==> config.mk <==
export PLATFORM = sky130hd
export DESIGN_NAME = tiny900
export DESIGN_NICKNAME = d
export VERILOG_FILES = /design/src/logic/tiny900_pkg.sv /design/src/logic/tiny900_alu.sv /design/src/logic/tiny900_regs.sv /design/src/logic/tiny900_ramctl.sv /design/src/logic/tiny900_ctrl.sv /design/src/logic/tiny900.sv
export SDC_FILE = /design/constraint.sdc
export NUM_CORES = 1
export LEC_CHECK = 0
export BUFFER_PORTS_ARGS = -buffer_cell sky130_fd_sc_hd__buf_4
export CELL_PAD_IN_SITES_DETAIL_PLACEMENT = 1
export CELL_PAD_IN_SITES_GLOBAL_PLACEMENT = 1
export CORE_MARGIN = 5
export CORE_UTILIZATION = 45
export CTS_CLUSTER_DIAMETER = 200
export CTS_CLUSTER_SIZE = 20
export DETAILED_ROUTE_END_ITERATION = 12
export GPL_TIMING_DRIVEN = 0
export PLACE_DENSITY = 0.76
export SLEW_MARGIN = 20
export SYNTH_ARGS = -nofsm -noshare
export SYNTH_HDL_FRONTEND = slang
export SYNTH_HIERARCHICAL = 1
export SYNTH_SLANG_ARGS = --single-unit
==> constraint.sdc <==
create_clock -name clk -period 4.75 [get_ports clk]
set_input_delay 0.95 -clock clk [delete_from_list [all_inputs] [get_ports clk]]
set_output_delay 0.95 -clock clk [all_outputs]
set_load 0.02 [all_outputs]
==> src/logic/tiny900_pkg.sv <==
// ISA definitions; opcodes 13 to 15 are undefined and execute as NOP, flags sit as {S,Z,V,C}
package tiny900_pkg;

    localparam int DATA_W = 16;
    localparam int ADDR_W = 24;
    // high byte of every LD/ST data address
    localparam logic [7:0] DATA_SEG = 8'h01;

    // bit positions inside the flag register
    localparam int FLAG_S = 3;
    localparam int FLAG_Z = 2;
    localparam int FLAG_V = 1;
    localparam int FLAG_C = 0;

    typedef enum logic [3:0] {
        OP_NOP  = 4'd0,
        OP_LDI  = 4'd1,
        OP_LDH  = 4'd2,
        OP_ADD  = 4'd3,
        OP_SUB  = 4'd4,
        OP_AND  = 4'd5,
        OP_OR   = 4'd6,
        OP_XOR  = 4'd7,
        OP_CP   = 4'd8,
        OP_LD   = 4'd9,
        OP_ST   = 4'd10,
        OP_JR   = 4'd11,
        OP_ADDI = 4'd12
    } opcode_t;

    typedef enum logic [2:0] {
        CC_T, CC_Z, CC_NZ, CC_C, CC_NC, CC_MI, CC_PL, CC_F
    } cond_t;

    typedef enum logic [2:0] {
        ALU_PASS_B, ALU_ADD, ALU_SUB, ALU_AND, ALU_OR, ALU_XOR, ALU_HIGH_B
    } alu_op_t;

    typedef enum logic [1:0] {
        S_FETCH, S_DECODE, S_EXEC, S_MEM
    } state_t;

endpackage

==> src/logic/tiny900_alu.sv <==
// combinational execute stage; flags come out for every op but only arithmetic and logic store them
module tiny900_alu (
    input  logic [tiny900_pkg::DATA_W-1:0] a,
    input  logic [tiny900_pkg::DATA_W-1:0] b,
    input  logic [tiny900_pkg::DATA_W-1:0] imm,
    input  logic                           sel_imm,
    input  tiny900_pkg::alu_op_t           alu_op,
    input  logic [3:0]                     flags,
    input  tiny900_pkg::cond_t             branch_cond,
    output logic [tiny900_pkg::DATA_W-1:0] result,
    output logic [3:0]                     nx_flags,
    output logic                           take_branch
);

    logic [tiny900_pkg::DATA_W-1:0] opb;
    // one extra bit holds carry or borrow
    logic [tiny900_pkg::DATA_W:0]   add_r;
    logic [tiny900_pkg::DATA_W:0]   sub_r;

    assign opb   = sel_imm ? imm : b;
    assign add_r = {1'b0, a} + {1'b0, opb};
    assign sub_r = {1'b0, a} - {1'b0, opb};

    always_comb begin
        case (alu_op)
            tiny900_pkg::ALU_ADD:    result = add_r[15:0];
            tiny900_pkg::ALU_SUB:    result = sub_r[15:0];
            tiny900_pkg::ALU_AND:    result = a & opb;
            tiny900_pkg::ALU_OR:     result = a | opb;
            tiny900_pkg::ALU_XOR:    result = a ^ opb;
            // LDH keeps the low byte of rd
            tiny900_pkg::ALU_HIGH_B: result = {opb[7:0], a[7:0]};
            default:                 result = opb;
        endcase
    end

    always_comb begin
        nx_flags = flags;
        nx_flags[tiny900_pkg::FLAG_S] = result[15];
        nx_flags[tiny900_pkg::FLAG_Z] = (result == '0);
        case (alu_op)
            tiny900_pkg::ALU_ADD: begin
                nx_flags[tiny900_pkg::FLAG_C] = add_r[16];
                nx_flags[tiny900_pkg::FLAG_V] = (a[15] == opb[15]) && (add_r[15] != a[15]);
            end
            tiny900_pkg::ALU_SUB: begin
                // borrow out of bit 15
                nx_flags[tiny900_pkg::FLAG_C] = sub_r[16];
                nx_flags[tiny900_pkg::FLAG_V] = (a[15] != opb[15]) && (sub_r[15] != a[15]);
            end
            default: begin
                nx_flags[tiny900_pkg::FLAG_C] = 1'b0;
                nx_flags[tiny900_pkg::FLAG_V] = 1'b0;
            end
        endcase
    end

    always_comb begin
        case (branch_cond)
            tiny900_pkg::CC_T:  take_branch = 1'b1;
            tiny900_pkg::CC_Z:  take_branch = flags[tiny900_pkg::FLAG_Z];
            tiny900_pkg::CC_NZ: take_branch = !flags[tiny900_pkg::FLAG_Z];
            tiny900_pkg::CC_C:  take_branch = flags[tiny900_pkg::FLAG_C];
            tiny900_pkg::CC_NC: take_branch = !flags[tiny900_pkg::FLAG_C];
            tiny900_pkg::CC_MI: take_branch = flags[tiny900_pkg::FLAG_S];
            tiny900_pkg::CC_PL: take_branch = !flags[tiny900_pkg::FLAG_S];
            default:            take_branch = 1'b0;
        endcase
    end

endmodule

==> src/logic/tiny900_regs.sv <==
// eight-word register bank and flags; dump reads are combinational and ignore cen
module tiny900_regs (
    input  logic                           clk,
    input  logic                           reset,
    input  logic                           cen,
    input  logic [2:0]                     rd,
    input  logic [2:0]                     rs,
    input  logic                           reg_we,
    input  logic                           flag_we,
    input  logic                           ld_sel,
    input  logic [tiny900_pkg::DATA_W-1:0] result,
    input  logic [tiny900_pkg::DATA_W-1:0] load_data,
    input  logic [3:0]                     nx_flags,
    output logic [tiny900_pkg::DATA_W-1:0] rd_val,
    output logic [tiny900_pkg::DATA_W-1:0] rs_val,
    output logic [3:0]                     flags,
    input  logic [7:0]                     dmp_addr,
    output logic [7:0]                     dmp_din
);

    logic [tiny900_pkg::DATA_W-1:0] bank [8];
    logic [tiny900_pkg::DATA_W-1:0] wr_data;
    logic [tiny900_pkg::DATA_W-1:0] dmp_word;

    // LD takes the bus word, everything else the ALU
    assign wr_data = ld_sel ? load_data : result;

    always_ff @(posedge clk) begin
        if (reset) begin
            for (int i = 0; i < 8; i++) begin
                bank[i] <= '0;
            end
            flags <= 4'd0;
        end else if (cen) begin
            if (reg_we) begin
                bank[rd] <= wr_data;
            end
            if (flag_we) begin
                flags <= nx_flags;
            end
        end
    end

    assign rd_val = bank[rd];
    assign rs_val = bank[rs];

    // two dump bytes per register, low byte first
    assign dmp_word = bank[dmp_addr[3:1]];

    always_comb begin
        if (dmp_addr < 8'd16) begin
            dmp_din = dmp_addr[0] ? dmp_word[15:8] : dmp_word[7:0];
        end else if (dmp_addr == 8'd16) begin
            dmp_din = {4'b0000, flags};
        end else begin
            dmp_din = 8'h00;
        end
    end

endmodule

==> src/logic/tiny900_ramctl.sv <==
// bus side; one word per access, reads answer on the next cen edge and writes need no ack
module tiny900_ramctl #(
    parameter logic [tiny900_pkg::ADDR_W-1:0] RESET_PC = '0
) (
    input  logic                           clk,
    input  logic                           reset,
    input  logic                           cen,
    input  tiny900_pkg::state_t            state,
    input  logic                           mem_rd,
    input  logic                           mem_wr,
    input  logic                           pc_load,
    input  logic                           take_branch,
    input  logic [tiny900_pkg::DATA_W-1:0] imm,
    input  logic [tiny900_pkg::DATA_W-1:0] rs_val,
    input  logic [tiny900_pkg::DATA_W-1:0] rd_val,
    input  logic [tiny900_pkg::DATA_W-1:0] din,
    output logic [tiny900_pkg::ADDR_W-1:0] addr,
    output logic [tiny900_pkg::DATA_W-1:0] dout,
    output logic [1:0]                     we,
    output logic [tiny900_pkg::ADDR_W-1:0] pc,
    output logic [tiny900_pkg::DATA_W-1:0] load_data
);

    localparam int EXT_W = tiny900_pkg::ADDR_W - tiny900_pkg::DATA_W - 1;

    logic [tiny900_pkg::ADDR_W-1:0] br_off;
    logic [tiny900_pkg::ADDR_W-1:0] pc_next;
    logic [tiny900_pkg::ADDR_W-1:0] data_addr;

    // word offset, so shifted left once
    assign br_off  = {{EXT_W{imm[15]}}, imm, 1'b0};
    assign pc_next = pc + 24'd2 + (take_branch ? br_off : '0);

    always_ff @(posedge clk) begin
        if (reset) begin
            pc <= RESET_PC;
        end else if (cen && pc_load) begin
            pc <= pc_next;
        end
    end

    // LD/ST always hit the data segment, word aligned
    assign data_addr = {tiny900_pkg::DATA_SEG, rs_val[15:1], 1'b0};
    assign addr      = (mem_rd || mem_wr) ? data_addr : pc;

    assign dout = rd_val;
    assign we   = {2{cen && mem_wr}};

    // bus word is load data only during MEM
    assign load_data = (state == tiny900_pkg::S_MEM) ? din : '0;

    a_addr_aligned: assert property (@(posedge clk) disable iff (reset) !addr[0]);

endmodule

==> src/logic/tiny900_ctrl.sv <==
// decode FSM; the instruction word is taken from din in DECODE, one read cycle after FETCH
module tiny900_ctrl (
    input  logic                           clk,
    input  logic                           reset,
    input  logic                           cen,
    input  logic [tiny900_pkg::DATA_W-1:0] din,
    output tiny900_pkg::state_t            state,
    output tiny900_pkg::alu_op_t           alu_op,
    output logic                           sel_imm,
    output logic [tiny900_pkg::DATA_W-1:0] imm,
    output logic [2:0]                     rd,
    output logic [2:0]                     rs,
    output logic                           reg_we,
    output logic                           flag_we,
    output logic                           mem_rd,
    output logic                           mem_wr,
    output logic                           pc_load,
    output tiny900_pkg::cond_t             branch_cond,
    output logic                           ld_sel
);

    logic [tiny900_pkg::DATA_W-1:0] ir;
    tiny900_pkg::opcode_t           op;
    logic                           in_exec;
    logic                           in_mem;
    logic                           writes_rd;
    logic                           sets_flags;
    logic                           is_mem_op;

    assign op      = tiny900_pkg::opcode_t'(ir[15:12]);
    assign rd      = ir[11:9];
    assign rs      = ir[8:6];
    assign in_exec = (state == tiny900_pkg::S_EXEC);
    assign in_mem  = (state == tiny900_pkg::S_MEM);

    assign is_mem_op = (op == tiny900_pkg::OP_LD) || (op == tiny900_pkg::OP_ST);

    always_ff @(posedge clk) begin
        if (reset) begin
            state <= tiny900_pkg::S_FETCH;
        end else if (cen) begin
            case (state)
                tiny900_pkg::S_FETCH:  state <= tiny900_pkg::S_DECODE;
                tiny900_pkg::S_DECODE: state <= tiny900_pkg::S_EXEC;
                tiny900_pkg::S_EXEC:   state <= is_mem_op ? tiny900_pkg::S_MEM
                                                          : tiny900_pkg::S_FETCH;
                default:               state <= tiny900_pkg::S_FETCH;
            endcase
        end
    end

    // word requested in FETCH is on din now
    always_ff @(posedge clk) begin
        if (cen && state == tiny900_pkg::S_DECODE) begin
            ir <= din;
        end
    end

    always_comb begin
        case (op)
            tiny900_pkg::OP_LDH:  alu_op = tiny900_pkg::ALU_HIGH_B;
            tiny900_pkg::OP_ADD,
            tiny900_pkg::OP_ADDI: alu_op = tiny900_pkg::ALU_ADD;
            tiny900_pkg::OP_SUB,
            tiny900_pkg::OP_CP:   alu_op = tiny900_pkg::ALU_SUB;
            tiny900_pkg::OP_AND:  alu_op = tiny900_pkg::ALU_AND;
            tiny900_pkg::OP_OR:   alu_op = tiny900_pkg::ALU_OR;
            tiny900_pkg::OP_XOR:  alu_op = tiny900_pkg::ALU_XOR;
            default:              alu_op = tiny900_pkg::ALU_PASS_B;
        endcase
    end

    assign sel_imm = (op == tiny900_pkg::OP_LDI) || (op == tiny900_pkg::OP_LDH)
                  || (op == tiny900_pkg::OP_ADDI);

    // ADDI and JR offsets are signed, loads of a byte are not
    assign imm = (op == tiny900_pkg::OP_ADDI || op == tiny900_pkg::OP_JR)
               ? {{8{ir[7]}}, ir[7:0]}
               : {8'h00, ir[7:0]};

    assign writes_rd = op inside {tiny900_pkg::OP_LDI, tiny900_pkg::OP_LDH,
                                  tiny900_pkg::OP_ADD, tiny900_pkg::OP_SUB,
                                  tiny900_pkg::OP_AND, tiny900_pkg::OP_OR,
                                  tiny900_pkg::OP_XOR, tiny900_pkg::OP_ADDI};

    assign sets_flags = op inside {tiny900_pkg::OP_ADD, tiny900_pkg::OP_SUB,
                                   tiny900_pkg::OP_AND, tiny900_pkg::OP_OR,
                                   tiny900_pkg::OP_XOR, tiny900_pkg::OP_CP,
                                   tiny900_pkg::OP_ADDI};

    // LD writes back one cycle later, in MEM
    assign reg_we  = (in_exec && writes_rd) || (in_mem && op == tiny900_pkg::OP_LD);
    assign flag_we = in_exec && sets_flags;
    assign mem_rd  = in_exec && (op == tiny900_pkg::OP_LD);
    assign mem_wr  = in_exec && (op == tiny900_pkg::OP_ST);
    assign pc_load = in_exec;
    assign ld_sel  = (op == tiny900_pkg::OP_LD);

    // never jump unless the word is a JR
    assign branch_cond = (op == tiny900_pkg::OP_JR) ? tiny900_pkg::cond_t'(ir[11:9])
                                                    : tiny900_pkg::CC_F;

    // a store writes once, then moves on to its MEM slot
    a_wr_once: assert property (@(posedge clk) disable iff (reset)
        cen && mem_wr |=> state == tiny900_pkg::S_MEM);

    // a register write is the last step of its instruction
    a_reg_we_last: assert property (@(posedge clk) disable iff (reset)
        cen && reg_we |=> state == tiny900_pkg::S_FETCH);

endmodule

==> src/logic/tiny900.sv <==
// 16-bit core top; no interrupts and no bus wait, every access is one aligned word
module tiny900 #(
    parameter logic [tiny900_pkg::ADDR_W-1:0] RESET_PC = '0
) (
    input  logic                           clk,
    input  logic                           reset,
    input  logic                           cen,

    output logic [tiny900_pkg::ADDR_W-1:0] addr,
    input  logic [tiny900_pkg::DATA_W-1:0] din,
    output logic [tiny900_pkg::DATA_W-1:0] dout,
    output logic [1:0]                     we,

    // register dump
    input  logic [7:0]                     dmp_addr,
    output logic [7:0]                     dmp_din
);

    // decode strobes
    tiny900_pkg::state_t            state;
    tiny900_pkg::alu_op_t           alu_op;
    tiny900_pkg::cond_t             branch_cond;
    logic                           sel_imm;
    logic [tiny900_pkg::DATA_W-1:0] imm;
    logic [2:0]                     rd;
    logic [2:0]                     rs;
    logic                           reg_we;
    logic                           flag_we;
    logic                           mem_rd;
    logic                           mem_wr;
    logic                           pc_load;
    logic                           ld_sel;

    // register bank outputs
    logic [tiny900_pkg::DATA_W-1:0] rd_val;
    logic [tiny900_pkg::DATA_W-1:0] rs_val;
    logic [3:0]                     flags;

    // execute results
    logic [tiny900_pkg::DATA_W-1:0] result;
    logic [3:0]                     nx_flags;
    logic                           take_branch;

    logic [tiny900_pkg::DATA_W-1:0] load_data;

    tiny900_ctrl u_ctrl (
        .clk            ( clk           ),
        .reset          ( reset         ),
        .cen            ( cen           ),
        .din            ( din           ),
        .state          ( state         ),
        .alu_op         ( alu_op        ),
        .sel_imm        ( sel_imm       ),
        .imm            ( imm           ),
        .rd             ( rd            ),
        .rs             ( rs            ),
        .reg_we         ( reg_we        ),
        .flag_we        ( flag_we       ),
        .mem_rd         ( mem_rd        ),
        .mem_wr         ( mem_wr        ),
        .pc_load        ( pc_load       ),
        .branch_cond    ( branch_cond   ),
        .ld_sel         ( ld_sel        )
    );

    tiny900_alu u_alu (
        .a              ( rd_val        ),
        .b              ( rs_val        ),
        .imm            ( imm           ),
        .sel_imm        ( sel_imm       ),
        .alu_op         ( alu_op        ),
        .flags          ( flags         ),
        .branch_cond    ( branch_cond   ),
        .result         ( result        ),
        .nx_flags       ( nx_flags      ),
        .take_branch    ( take_branch   )
    );

    tiny900_regs u_regs (
        .clk            ( clk           ),
        .reset          ( reset         ),
        .cen            ( cen           ),
        .rd             ( rd            ),
        .rs             ( rs            ),
        .reg_we         ( reg_we        ),
        .flag_we        ( flag_we       ),
        .ld_sel         ( ld_sel        ),
        .result         ( result        ),
        .load_data      ( load_data     ),
        .nx_flags       ( nx_flags      ),
        .rd_val         ( rd_val        ),
        .rs_val         ( rs_val        ),
        .flags          ( flags         ),
        .dmp_addr       ( dmp_addr      ),
        .dmp_din        ( dmp_din       )
    );

    tiny900_ramctl #(
        .RESET_PC       ( RESET_PC      )
    ) u_ramctl (
        .clk            ( clk           ),
        .reset          ( reset         ),
        .cen            ( cen           ),
        .state          ( state         ),
        .mem_rd         ( mem_rd        ),
        .mem_wr         ( mem_wr        ),
        .pc_load        ( pc_load       ),
        .take_branch    ( take_branch   ),
        .imm            ( imm           ),
        .rs_val         ( rs_val        ),
        .rd_val         ( rd_val        ),
        .din            ( din           ),
        .addr           ( addr          ),
        .dout           ( dout          ),
        .we             ( we            ),
        // pc is kept internal to the bus block
        .pc             (               ),
        .load_data      ( load_data     )
    );

endmodule

==> run metrics <==
outcome=complete, but fails checks; failing checks=setup timing; placeable core area=33,300 sq um; Post-Syn Area=15,000 sq um; die area=37,200 sq um; Tightest Pin Transition=1230 ps; unrepaired setup endpoints after global routing=true; Slew Limit Fails=0; Rel. slew slack=18.1%; post-DP HPWL=45,100 microns; pre-CTS setup slack=-1620 ps; Layout area overhead=21.9%; utilization after layout=55.1%; Period Utilization, post-route=106%; TritonCTS buffer count=17; Synth Area per Inst=10.1 sq um; final hold slack=485 ps; Final Power=4680 uW; Hold Crit Class=register to register; die height=193 microns; CTS max path bufs=2; clock power share=31.6%; Layout Nets=1,768; Crit Path Category=register to register; Peak VDD IR=0.279 mV; IO Port Bufs=72; Via density=6.61; Gate power share=30.7%; Clock H-tree levels=4; Mapped Nets=1,609; f_max=200 MHz; cells after synthesis=1,484; Reg clk slew, reported paths=80 ps; CTS tree=built; DIE WIDTH=193 microns; Diodes inserted=0; Residual DRC=0; Final Hold Viols=0; Pint=3030 uW; total number of vias=13,900; Routed WL=63,300 microns; final RePlAce weighted congestion=0.964; vias in the first global route=14,000; Layout fillers=3,614; Clock Sinks=176; sequential share of power=37.7%; Rows=67; Initial Utilization=45.2%; crit end category=register; gr ovfl total=0; Layout Skew=15.0 ps; first-pass GRT wire length=90,500 microns; WL/cell=30.1 microns; Final min period=5010 ps; Synth warnings=6; Final setup viols=11; largest net degree at the start of global routing=19; post-cts hold buffer count=0; Cell Pwr Density=255 nW/um^2; Root Buffer=clkbuf_16; setup TNS=-1630 ps; initial antenna violation count=2; CP Launch Type=register; Net Sw Frac=35.1%; MaxCap Viol Count=0; Psw=1640 uW; Final WS setup=-262 ps; Worst EP required=5130 ps; Ports=77; Iter 0 DRT Violations=1,320; Arr. time, crit path=5390 ps; drt pass-1 iters=5; share of layout cells above drive strength 1=32.6%; post-route ant nets=0; Clk Latency, worst-skew pair=460 ps; Leak=0.00731 uW; GRT Total Usage=33.0%; Max Fanout on Critical Path=7
## routing by layer
| metal | vias up | global-route usage [%] | routed length [microns] |
|---|---|---|---|
| met5 | - | 0 | 0 |
| met4 | 0 | 16.0 | 3690 |
| met3 | 234 | 5.84 | 5620 |
| met2 | 856 | 55.9 | 30500 |
| met1 | 6974 | 40.8 | 23500 |
| li1 | 5846 | - | - |
## worst max-delay path, stage by stage (launching register included)
cell and delay (ps):
edfxtp_1 390, buf_6 180, buf_12 150, buf_12 110, mux4_2 500, mux2_4 320, mux2_4 330, inv_4 90
ha_4 170, inv_4 50, o31a_1 370, buf_4 170, o311a_1 330, nor3_2 240, a32oi_2 220, nor3_2 140
nand4bb_1 120, or4_4 450, nor4_4 290, nand3_1 140, a21oi_1 150
## through the flow
stage,std cells,area [sq um]
final,2104,18300
after global placement,2004,16100
after global routing,2104,18300
after floorplan,1484,15000
after CTS,2086,18000
after detailed placement,2004,16100
## area by class of cell
cell class | instances | area, sq um | area share (%)
Buffer | 118 | 861 | 4.70
Clock buffer | 17 | 425 | 2.32
Clock inverter | 15 | 171 | 0.935
Inverter | 73 | 279 | 1.52
Multi-Input combinational cell | 1114 | 9900 | 54.0
Sequential cell | 176 | 4960 | 27.1
Tap cell | 448 | 561 | 3.06
Timing Repair Buffer | 143 | 1160 | 6.35
## state kept, by name (all words and copies together) (netlist names)
name,flops
u_regs/bank,128
u_ctrl/state,2
u_ctrl/alu_op,3
u_ramctl/pc,23
u_regs/flags,4
u_ctrl/ir,16
## final timing paths
kind                   start         endpoint  slack (ps)  cells past startpoint
max             u_ctrl/ir[6]  u_regs/flags[2]        -260                     20
min          u_ramctl/pc[14]  u_ramctl/pc[14]         480                      2
max reg2reg     u_ctrl/ir[6]  u_regs/flags[2]        -260                     20
min reg2reg  u_ramctl/pc[14]  u_ramctl/pc[14]         480                      2
## cell usage in the layout (no fill, tap or decap), types with 19 or more instances in the layout
cell        n
nor2_1    193
xnor2_1    21
o22ai_1    19
o21ai_0    34
a21oi_1    89
ha_1       76
nand2_1    75
mux2_2     39
and2_1     27
mux4_2     58
buf_2      26
mux2i_1    40
and3_1     20
buf_4     180
dfxtp_1    32
clkbuf_1   19
edfxtp_1  144
inv_1      63
## power groups by stage
stage	clock network, uW	registers [uW]	logic (uW)
after floorplan	0	1770	714
after global placement	0	1790	1070
after detailed placement	0	1800	1090
after CTS	1500	1760	1290
after global routing	1570	1770	1490
final	1480	1770	1430
## repair_timing
item / in CTS / in global routing
pin swaps: 22 / 23
cloned: 1 / 0
setup buffers: 51 / 20
resized for setup: 168 / 53
setup endpoints to repair: 135 / 104
Power figures use the tool's default switching activity.
